--- config.mk ---
export PLATFORM = sky130hd
export DESIGN_NAME = lsu_top
export DESIGN_NICKNAME = d
export VERILOG_FILES = /design/src/source/lsu_pkg.sv /design/src/source/lsu_ls1_stage.sv /design/src/source/biu_req_hold.sv /design/src/source/lsu_load_align.sv /design/src/source/lsu_top.sv
export SDC_FILE = /design/constraint.sdc
export NUM_CORES = 1
export LEC_CHECK = 0
export BUFFER_PORTS_ARGS = -buffer_cell sky130_fd_sc_hd__buf_2
export CAP_MARGIN = 20
export CORE_AREA = 2 2 191 193
export DETAILED_ROUTE_END_ITERATION = 10
export DIE_AREA = 0 0 193 195
export PLACE_DENSITY = 0.66
export SLEW_MARGIN = 15
export SYNTH_ARGS = -nofsm -noshare
export SYNTH_HDL_FRONTEND = slang
export SYNTH_HIERARCHICAL = 1
export SYNTH_SLANG_ARGS = --single-unit
--- constraint.sdc ---
create_clock -name clk -period 2.9 [get_ports clk]
set_clock_uncertainty 0.1 [all_clocks]
set_input_delay 0.29 -clock clk [delete_from_list [all_inputs] [get_ports clk]]
set_output_delay 0.29 -clock clk [all_outputs]
set_load 0.02 [all_outputs]
--- src/source/lsu_pkg.sv ---
package lsu_pkg;

   // ----------------------------------------
   // widths
   // ----------------------------------------

   // core address and data path
   localparam int addr_w = 32;
   localparam int word_w = 32;

   // biu beat width and its byte lanes
   localparam int bus_w = 64;
   localparam int bus_bytes = bus_w / 8;

   // byte lanes in one core word
   localparam int word_bytes = word_w / 8;

   // operation code width from the core
   localparam int op_w = 4;

   // ----------------------------------------
   // basic vector types
   // ----------------------------------------

   typedef logic [addr_w-1:0] addr_t;
   typedef logic [word_w-1:0] word_t;
   typedef logic [bus_w-1:0] bus_t;
   typedef logic [bus_bytes-1:0] strb_t;

   // byte offset inside one bus beat
   typedef logic [$clog2(bus_bytes)-1:0] off_t;

   // operations issued by the core
   typedef enum logic [op_w-1:0] {
      op_nop   = 4'd0,
      op_ld_b  = 4'd1,
      op_ld_bu = 4'd2,
      op_ld_h  = 4'd3,
      op_ld_hu = 4'd4,
      op_ld_w  = 4'd5,
      op_st_b  = 4'd6,
      op_st_h  = 4'd7,
      op_st_w  = 4'd8
   } lsu_op_e;

   // load extraction mode carried into ls3
   typedef enum logic [2:0] {
      lk_b  = 3'd0,
      lk_bu = 3'd1,
      lk_h  = 3'd2,
      lk_hu = 3'd3,
      lk_w  = 3'd4
   } load_kind_e;

   // write request payload, 104 bits
   // address sits on top, strobe in the low byte
   typedef struct packed {
      addr_t addr;
      bus_t  data;
      strb_t strb;
   } wr_payload_t;

endpackage

--- src/source/lsu_ls1_stage.sv ---
`timescale 1ns/1ns

module lsu_ls1_stage (
   input  logic                clk,
   input  logic                reset,

   // core issue, single cycle pulse
   input  logic                ecl_lsu_valid_e,
   input  lsu_pkg::lsu_op_e    ecl_lsu_op_e,
   input  lsu_pkg::addr_t      ecl_lsu_base_e,
   input  lsu_pkg::addr_t      ecl_lsu_offset_e,
   input  lsu_pkg::word_t      ecl_lsu_wdata_e,

   // alignment fault back to the core
   output logic                lsu_ecl_except_ale_ls1,
   output lsu_pkg::addr_t      lsu_ecl_except_badv_ls1,

   // ls2 stage registers
   output logic                valid_ls2,
   output logic                load_ls2,
   output logic                store_ls2,
   output lsu_pkg::addr_t      bus_addr_ls2,
   output lsu_pkg::off_t       off_ls2,
   output lsu_pkg::load_kind_e kind_ls2,
   output lsu_pkg::bus_t       wr_data_ls2,
   output lsu_pkg::strb_t      wr_strb_ls2
);

   import lsu_pkg::*;

   addr_t                 addr_ls1;
   logic                  load_ls1;
   logic                  store_ls1;
   logic                  size_b_ls1;
   logic                  size_h_ls1;
   logic                  size_w_ls1;
   logic                  ale_raw_ls1;
   load_kind_e            kind_ls1;
   word_t                 word_data_ls1;
   logic [word_bytes-1:0] word_strb_ls1;
   bus_t                  wr_data_ls1;
   strb_t                 wr_strb_ls1;

   // ----------------------------------------
   // address and decode
   // ----------------------------------------

   // effective address
   assign addr_ls1 = ecl_lsu_base_e + ecl_lsu_offset_e;

   assign load_ls1  = ecl_lsu_op_e inside {op_ld_b, op_ld_bu, op_ld_h, op_ld_hu, op_ld_w};
   assign store_ls1 = ecl_lsu_op_e inside {op_st_b, op_st_h, op_st_w};

   // access size, shared by loads and stores
   assign size_b_ls1 = ecl_lsu_op_e inside {op_ld_b, op_ld_bu, op_st_b};
   assign size_h_ls1 = ecl_lsu_op_e inside {op_ld_h, op_ld_hu, op_st_h};
   assign size_w_ls1 = ecl_lsu_op_e inside {op_ld_w, op_st_w};

   // extraction mode for the returned beat
   always_comb begin
      case (ecl_lsu_op_e)
         op_ld_b:  kind_ls1 = lk_b;
         op_ld_bu: kind_ls1 = lk_bu;
         op_ld_h:  kind_ls1 = lk_h;
         op_ld_hu: kind_ls1 = lk_hu;
         default:  kind_ls1 = lk_w;
      endcase
   end

   // ----------------------------------------
   // alignment check
   // ----------------------------------------

   // byte accesses can never fault
   assign ale_raw_ls1 = (size_h_ls1 & addr_ls1[0]) |
                        (size_w_ls1 & (|addr_ls1[1:0]));

   assign lsu_ecl_except_ale_ls1  = ecl_lsu_valid_e & ale_raw_ls1;
   assign lsu_ecl_except_badv_ls1 = addr_ls1;

   // ----------------------------------------
   // store lane placement
   // ----------------------------------------

   // replicate across the word so every lane sees the data
   always_comb begin
      word_data_ls1 = ecl_lsu_wdata_e;
      word_strb_ls1 = '1;
      if (size_b_ls1) begin
         word_data_ls1 = {4{ecl_lsu_wdata_e[7:0]}};
         word_strb_ls1 = word_bytes'(1) << addr_ls1[1:0];
      end else if (size_h_ls1) begin
         word_data_ls1 = {2{ecl_lsu_wdata_e[15:0]}};
         word_strb_ls1 = word_bytes'(3) << addr_ls1[1:0];
      end
   end

   // address bit 2 picks the bus half
   assign wr_data_ls1 = addr_ls1[2] ? {word_data_ls1, word_t'(0)} :
                                      {word_t'(0), word_data_ls1};
   assign wr_strb_ls1 = addr_ls1[2] ? {word_strb_ls1, word_bytes'(0)} :
                                      {word_bytes'(0), word_strb_ls1};

   // ----------------------------------------
   // ls2 registers
   // ----------------------------------------

   // a faulting access dies here
   always_ff @(posedge clk) begin
      if (reset) begin
         valid_ls2 <= 1'b0;
         load_ls2  <= 1'b0;
         store_ls2 <= 1'b0;
      end else begin
         valid_ls2 <= ecl_lsu_valid_e & ~ale_raw_ls1;
         if (ecl_lsu_valid_e) begin
            load_ls2  <= load_ls1;
            store_ls2 <= store_ls1;
         end
      end
   end

   // payload follows the valid pulse
   always_ff @(posedge clk) begin
      if (ecl_lsu_valid_e) begin
         bus_addr_ls2 <= {addr_ls1[addr_w-1:3], off_t'(0)};
         off_ls2      <= addr_ls1[2:0];
         kind_ls2     <= kind_ls1;
         wr_data_ls2  <= wr_data_ls1;
         wr_strb_ls2  <= wr_strb_ls1;
      end
   end

   // decode must never start both holders at once
   a_ls2_one_dir: assert property (@(posedge clk) disable iff (reset)
      valid_ls2 |-> !(load_ls2 && store_ls2))
      else $error("ls2 valid with load and store both set");

endmodule

--- src/source/biu_req_hold.sv ---
`timescale 1ns/1ns

module biu_req_hold #(
   parameter type payload_t = logic
) (
   input  logic     clk,
   input  logic     reset,

   // one cycle start from ls2
   input  logic     start,
   input  payload_t start_payload,

   // biu handshake
   input  logic     ack,
   output logic     req,
   output payload_t payload
);

   logic req_next;

   // ----------------------------------------
   // request level
   // ----------------------------------------

   // start sets it, ack drops it on the next edge
   //   start   : _-_____
   //   ack     : ____-__
   //   req     : __---__
   assign req_next = (req & ~ack) | start;

   always_ff @(posedge clk) begin
      if (reset) begin
         req <= 1'b0;
      end else begin
         req <= req_next;
      end
   end

   // payload held for the whole request
   always_ff @(posedge clk) begin
      if (reset) begin
         payload <= '0;
      end else if (start) begin
         payload <= start_payload;
      end
   end

   // ----------------------------------------
   // handshake checks
   // ----------------------------------------

   // core stalls, so only one request at a time
   a_no_restart: assert property (@(posedge clk) disable iff (reset)
      start |-> !req)
      else $error("start while request still pending");

   // biu may only answer an open request
   a_ack_in_req: assert property (@(posedge clk) disable iff (reset)
      ack |-> req)
      else $error("ack without request");

endmodule

--- src/source/lsu_load_align.sv ---
`timescale 1ns/1ns

module lsu_load_align (
   input  logic                clk,
   input  logic                reset,

   // ls2 load info, taken when the read is accepted
   input  logic                rd_ack,
   input  lsu_pkg::off_t       off_ls2,
   input  lsu_pkg::load_kind_e kind_ls2,

   // returned beat from the biu
   input  logic                biu_lsu_data_valid_ls3,
   input  lsu_pkg::bus_t       biu_lsu_data_ls3,

   // result to the core
   output logic                lsu_ecl_data_valid_ls3,
   output lsu_pkg::word_t      lsu_ecl_data_ls3
);

   import lsu_pkg::*;

   off_t       off_ls3;
   load_kind_e kind_ls3;
   word_t      word_sel_ls3;
   logic [7:0] byte_sel_ls3;
   logic [15:0] half_sel_ls3;

   // ----------------------------------------
   // ls3 capture
   // ----------------------------------------

   // ls2 may be reused once the read is accepted
   always_ff @(posedge clk) begin
      if (reset) begin
         off_ls3  <= '0;
         kind_ls3 <= lk_b;
      end else if (rd_ack) begin
         off_ls3  <= off_ls2;
         kind_ls3 <= kind_ls2;
      end
   end

   // ----------------------------------------
   // extraction
   // ----------------------------------------

   // upper word of the beat when bit 2 is set
   assign word_sel_ls3 = off_ls3[2] ? biu_lsu_data_ls3[bus_w-1:word_w] :
                                      biu_lsu_data_ls3[word_w-1:0];

   // byte at offset 1:0
   assign byte_sel_ls3 = word_sel_ls3[{off_ls3[1:0], 3'b000} +: 8];

   // half at offset bit 1, bit 0 is zero for an aligned half
   assign half_sel_ls3 = word_sel_ls3[{off_ls3[1], 4'b0000} +: 16];

   // sign or zero extend by load kind
   always_comb begin
      case (kind_ls3)
         lk_b:    lsu_ecl_data_ls3 = {{(word_w-8){byte_sel_ls3[7]}}, byte_sel_ls3};
         lk_bu:   lsu_ecl_data_ls3 = {{(word_w-8){1'b0}}, byte_sel_ls3};
         lk_h:    lsu_ecl_data_ls3 = {{(word_w-16){half_sel_ls3[15]}}, half_sel_ls3};
         lk_hu:   lsu_ecl_data_ls3 = {{(word_w-16){1'b0}}, half_sel_ls3};
         default: lsu_ecl_data_ls3 = word_sel_ls3;
      endcase
   end

   // result is valid in the same cycle as the beat
   assign lsu_ecl_data_valid_ls3 = biu_lsu_data_valid_ls3;

endmodule

--- src/source/lsu_top.sv ---
`timescale 1ns/1ns

module lsu_top (
   input  logic             clk,
   input  logic             reset,

   // ----------------------------------------
   // core side
   // ----------------------------------------
   input  logic             ecl_lsu_valid_e,
   input  lsu_pkg::lsu_op_e ecl_lsu_op_e,
   input  lsu_pkg::addr_t   ecl_lsu_base_e,
   input  lsu_pkg::addr_t   ecl_lsu_offset_e,
   input  lsu_pkg::word_t   ecl_lsu_wdata_e,

   output logic             lsu_ecl_data_valid_ls3,
   output lsu_pkg::word_t   lsu_ecl_data_ls3,
   output logic             lsu_ecl_wr_fin_ls3,
   output logic             lsu_ecl_except_ale_ls1,
   output lsu_pkg::addr_t   lsu_ecl_except_badv_ls1,

   // ----------------------------------------
   // biu side
   // ----------------------------------------
   // read channel
   output logic             lsu_biu_rd_req_ls2,
   output lsu_pkg::addr_t   lsu_biu_rd_addr_ls2,
   input  logic             biu_lsu_rd_ack_ls2,
   input  logic             biu_lsu_data_valid_ls3,
   input  lsu_pkg::bus_t    biu_lsu_data_ls3,

   // write channel
   output logic             lsu_biu_wr_req_ls2,
   output lsu_pkg::addr_t   lsu_biu_wr_addr_ls2,
   output lsu_pkg::bus_t    lsu_biu_wr_data_ls2,
   output lsu_pkg::strb_t   lsu_biu_wr_strb_ls2,
   input  logic             biu_lsu_wr_ack_ls2,
   input  logic             biu_lsu_wr_fin_ls3
);

   import lsu_pkg::*;

   logic        valid_ls2;
   logic        load_ls2;
   logic        store_ls2;
   addr_t       bus_addr_ls2;
   off_t        off_ls2;
   load_kind_e  kind_ls2;
   bus_t        wr_data_ls2;
   strb_t       wr_strb_ls2;
   wr_payload_t wr_start_payload;
   wr_payload_t wr_payload;

   // ls1 decode and ls2 registers
   lsu_ls1_stage u_ls1 (
      .clk                     (clk),
      .reset                   (reset),
      .ecl_lsu_valid_e         (ecl_lsu_valid_e),
      .ecl_lsu_op_e            (ecl_lsu_op_e),
      .ecl_lsu_base_e          (ecl_lsu_base_e),
      .ecl_lsu_offset_e        (ecl_lsu_offset_e),
      .ecl_lsu_wdata_e         (ecl_lsu_wdata_e),
      .lsu_ecl_except_ale_ls1  (lsu_ecl_except_ale_ls1),
      .lsu_ecl_except_badv_ls1 (lsu_ecl_except_badv_ls1),
      .valid_ls2               (valid_ls2),
      .load_ls2                (load_ls2),
      .store_ls2               (store_ls2),
      .bus_addr_ls2            (bus_addr_ls2),
      .off_ls2                 (off_ls2),
      .kind_ls2                (kind_ls2),
      .wr_data_ls2             (wr_data_ls2),
      .wr_strb_ls2             (wr_strb_ls2)
   );

   // read request carries only the beat address
   biu_req_hold #(.payload_t(addr_t)) u_rd_hold (
      .clk           (clk),
      .reset         (reset),
      .start         (valid_ls2 & load_ls2),
      .start_payload (bus_addr_ls2),
      .ack           (biu_lsu_rd_ack_ls2),
      .req           (lsu_biu_rd_req_ls2),
      .payload       (lsu_biu_rd_addr_ls2)
   );

   // write request packs address, data and strobe
   assign wr_start_payload = '{addr: bus_addr_ls2, data: wr_data_ls2, strb: wr_strb_ls2};

   biu_req_hold #(.payload_t(wr_payload_t)) u_wr_hold (
      .clk           (clk),
      .reset         (reset),
      .start         (valid_ls2 & store_ls2),
      .start_payload (wr_start_payload),
      .ack           (biu_lsu_wr_ack_ls2),
      .req           (lsu_biu_wr_req_ls2),
      .payload       (wr_payload)
   );

   assign lsu_biu_wr_addr_ls2 = wr_payload.addr;
   assign lsu_biu_wr_data_ls2 = wr_payload.data;
   assign lsu_biu_wr_strb_ls2 = wr_payload.strb;

   // ls3 load return
   lsu_load_align u_ls3 (
      .clk                    (clk),
      .reset                  (reset),
      .rd_ack                 (biu_lsu_rd_ack_ls2),
      .off_ls2                (off_ls2),
      .kind_ls2               (kind_ls2),
      .biu_lsu_data_valid_ls3 (biu_lsu_data_valid_ls3),
      .biu_lsu_data_ls3       (biu_lsu_data_ls3),
      .lsu_ecl_data_valid_ls3 (lsu_ecl_data_valid_ls3),
      .lsu_ecl_data_ls3       (lsu_ecl_data_ls3)
   );

   // write completion straight to the core
   assign lsu_ecl_wr_fin_ls3 = biu_lsu_wr_fin_ls3;

endmodule

==> metrics.md <==
| Metric | Value |
|---|---|
| Die area | `37600 µm²` |
| Syn_area_per_cell | `10.7 µm²` |
| EDFF count, synth | `107` |
| R2r startpoint | `u_ls1/store_ls2$_SDFFE_PP0P_` |
| Most common cell in the synthesized netlist | `nor2_1` |
| Number of vias per cell | `4.98` |
| GPL Wtd Cong | `0.855` |
| Top cells by area, synth | `edfxtp_1, dfxtp_1, mux2i_1` |
| Crit start category | `primary input` |
| CTS Buf Count | `28` |
| H-tree Lvls | `1` |
| Register area share after synthesis | `48.7%` |
| Core footprint | `35400 µm²` |
| Worst Path Class, Setup | `in2out` |
| GRT overflow | `0` |
| CTS sink count | `254` |
| DRC violations left | `0` |
| Worst EP arrival | `2.48 ns` |
| Min-Delay Path Depth | `2` |
| CTS Buffer Depth | `3` |
| Placed Instances | `1992` |
| Finished Cell Area | `16500 µm²` |
| Critical Path End Type | `output port` |
| Layout cells sized above 1 | `35.4%` |
| Worst-path clk slew | `0.06 ns` |
| Comb power frac | `22.2%` |
| Setup slack, reg-to-reg | `1.28 ns` |
| Post-Syn Area | `12600 µm²` |
| Fin. max-slew vios | `0` |
| Met2 WL post-DR | `18400 µm` |
| Final net count | `1792` |
| Initial cell density of the core | `35.7%` |
| I/O Buffers | `371` |
| Max-Cap Viols | `0` |
| Max layer used | `met4` |
| Most instantiated cells after synthesis | `nor2_1, mux2i_1, dfxtp_1` |
| Die width | `193 µm` |
| Dpl ws | `-0.173 ns` |
| Initial antenna violation count | `0` |
| Drt first pass iters | `5` |
| Distinct cell type count after synthesis | `71` |
| Post-Route WL | `37500 µm` |
| Die span in y | `195 µm` |
| IO Pins | `376` |
| Total power | `0.00985 W` |
| Fmax | `0.349 GHz` |
| CTS tree | `built` |
| Top FF cell, synth | `dfxtp_1` |
| Met1 wire length | `15500 µm` |
| PwrDens | `598 nW/µm²` |
| Reg power frac | `42.2%` |
| Drt wl/cell | `18.1 µm` |
| Std cell rows | `69` |
| Clk_lat worst skew | `0.56 ns` |
| Switch share | `29.2%` |
| Async SR Flop Fraction | `0%` |
| Hold EP | `u_ls1/wr_data_ls2[38]$_SDFFCE_PN0P_` |
| Max_slew headroom | `54.8%` |
| Final min period | `2.87 ns` |
| Initial detailed-routing violation count | `486` |
| Final hold viol count | `0` |
| Total track usage | `19.0%` |
| Antenna Cells | `0` |
| Post-synthesis cell count | `1179` |
| PnR worst setup slack | `0.0333 ns` |
| Post-DRT Antenna Nets | `0` |
| P_leak | `6.97 nW` |
| Fill cells | `3313` |
| Synth area leader | `edfxtp_1` |
| Worst min path class | `in2reg` |
| Switch Pwr | `0.00288 W` |
| Vias | `10300` |
| Post-synth top area share | `25.4%` |
| Pin count of the biggest net entering global routing | `64` |
| Placed Area | `15100 µm²` |
| Count of warnings emitted by yosys | `6` |
| Data required time of the worst path | `2.51 ns` |
| Reg2Reg Capture Point | `u_wr_hold/payload[30]$_SDFFE_PP0P_` |
| Hold path start | `ecl_lsu_wdata_e[6]` |
| Root Driver | `clkbuf_16` |
| Crit Path Max Fanout | `9` |
| HPWL after DPL | `27000 µm` |
| Met3 WL | `2910 µm` |
| R2R depth | `4` |
| Synthesized flop and latch total | `254` |
| Int Pwr | `0.00698 W` |
| Worst ir drop on vdd | `0.000535 V` |
| Non-Filler Instances | `2067` |
| Final period utilization | `98.9%` |
| Status | `complete, no violations` |
| Vias in the first global route | `10200` |
| Worst slew pin tran | `0.677 ns` |
| Clock power share | `35.6%` |
| Area grow syn2layout | `30.2%` |
| First-pass GRT wire length | `56700 µm` |
| # setup viols final | `0` |
flip-flops by register name (all words and copies together) (netlist names), 8 cells and up:
signal              cells
u_ls1/bus_addr_ls2     29
u_ls1/wr_data_ls2      64
u_ls1/wr_strb_ls2       8
u_rd_hold/payload      32
u_wr_hold/payload     104
worst max-delay path by stage:
stage                             startpoint                               end  slack [ns]  cells after the start
after global placement     ecl_lsu_base_e[0]       lsu_ecl_except_badv_ls1[26]       -0.14                     12
after floorplan            ecl_lsu_base_e[0]  u_ls1/bus_addr_ls2[26]$_DFFE_PP_        0.04                     10
after CTS                  ecl_lsu_base_e[0]       lsu_ecl_except_badv_ls1[26]      -0.008                     12
final                     ecl_lsu_base_e[23]       lsu_ecl_except_badv_ls1[29]        0.03                     10
after global routing      ecl_lsu_base_e[15]       lsu_ecl_except_badv_ls1[29]       -0.03                     11
after detailed placement   ecl_lsu_base_e[0]       lsu_ecl_except_badv_ls1[26]       -0.17                     12
through the flow:
| stage | hold WS (ns) | util, % | setup TNS (ns) |
|---|---|---|---|
| after floorplan | 0.262 | - | 0 |
| after global placement | 0.356 | 42.6 | -0.290 |
| after detailed placement | 0.370 | 42.6 | -0.443 |
| after CTS | 0.00121 | 45.8 | -0.00800 |
| after global routing | 0.0123 | 46.5 | -0.0432 |
| final | 0.0302 | 46.5 | 0 |
critical path, cell delays in order:
cell,delay (ns)
buf_2,0.10
ha_1,0.45
nand2_1,0.17
nor2_1,0.21
o211ai_1,0.17
a211o_1,0.34
nand3_1,0.10
o221ai_2,0.10
a311oi_2,0.32
buf_4,0.21
repair_timing:
item | in CTS | in global routing
hold buffers | 18 | 0
setup buffers | 0 | 5
endpoints found under the setup margin | 9 | 35
cloned | 1 | 0
hold endpoints to repair | 25 | 0
pin swaps | 0 | 12
resized for setup | 7 | 42
power groups by stage:
stage	clock network, W	registers [W]	logic [W]
floorplan	0	0.00423	0.00126
global placement	0	0.00423	0.00204
detailed placement	0	0.00424	0.00205
CTS	0.00361	0.00416	0.00211
global route	0.00375	0.00419	0.00236
finish	0.00351	0.00416	0.00219
per-layer routing:
metal	vias to the layer above	GRT usage, %
met5	-	0
met4	0	3.84
met3	49	5.16
met2	384	33.2
met1	4890	23.4
li1	4977	-
logic make-up (layout without fill, tap and decap cells):
| kind of cell | after synthesis | count (layout) | share of synthesized area (%) |
|---|---|---|---|
| adders and majority gates | 36 | 36 | 3.62 |
| and+or+nand+nor | 391 | 391 | 13.7 |
| other | 1 | 3 | 0.0296 |
| AOI/OAI and AO/OA | 155 | 155 | 8.62 |
| DFF | 254 | 254 | 48.7 |
| buffers and inverters | 98 | 523 | 4.88 |
| muxes | 217 | 217 | 18.6 |
| xor gates and xnor gates | 27 | 27 | 1.87 |
layout by cell type (no fill, tap or decap), types with 6 or more instances in the layout:
master | Yosys | layout
nor2b_1 | 16 | 15
nor3_1 | 11 | 9
nand2b_1 | 9 | 9
dfxtp_1 | 147 | 146
clkbuf_1 | 25 | 7
xor2_1 | 9 | 8
buf_12 | 8 | 6
dlygate4sd3_1 | 0 | 18
nor2_1 | 242 | 239
and2_1 | 23 | 21
ha_1 | 35 | 27
buf_4 | 13 | 61
clkinv_2 | 0 | 7
mux4_2 | 11 | 11
mux2_2 | 27 | 27
mux2i_1 | 178 | 178
nand3_1 | 21 | 20
a21o_1 | 27 | 27
edfxtp_1 | 107 | 107
clkbuf_16 | 0 | 28
nand2_1 | 42 | 42
nand4_1 | 7 | 7
a221o_1 | 6 | 6
inv_1 | 17 | 17
a21oi_1 | 43 | 39
buf_2 | 23 | 365
o21ai_0 | 15 | 14
xnor2_1 | 18 | 16
final cells by class:
type	instances	area (µm²)	share of cell area (%)
well taps	461	577	3.50
clock buffers	38	768	4.67
clock inverters	13	141	0.859
repair buffers	452	2630	16.0
flip-flops and latches	254	6160	37.4
inverters	20	75.1	0.456
multi-input cells	829	6120	37.1
Power figures use the tool's default switching activity.
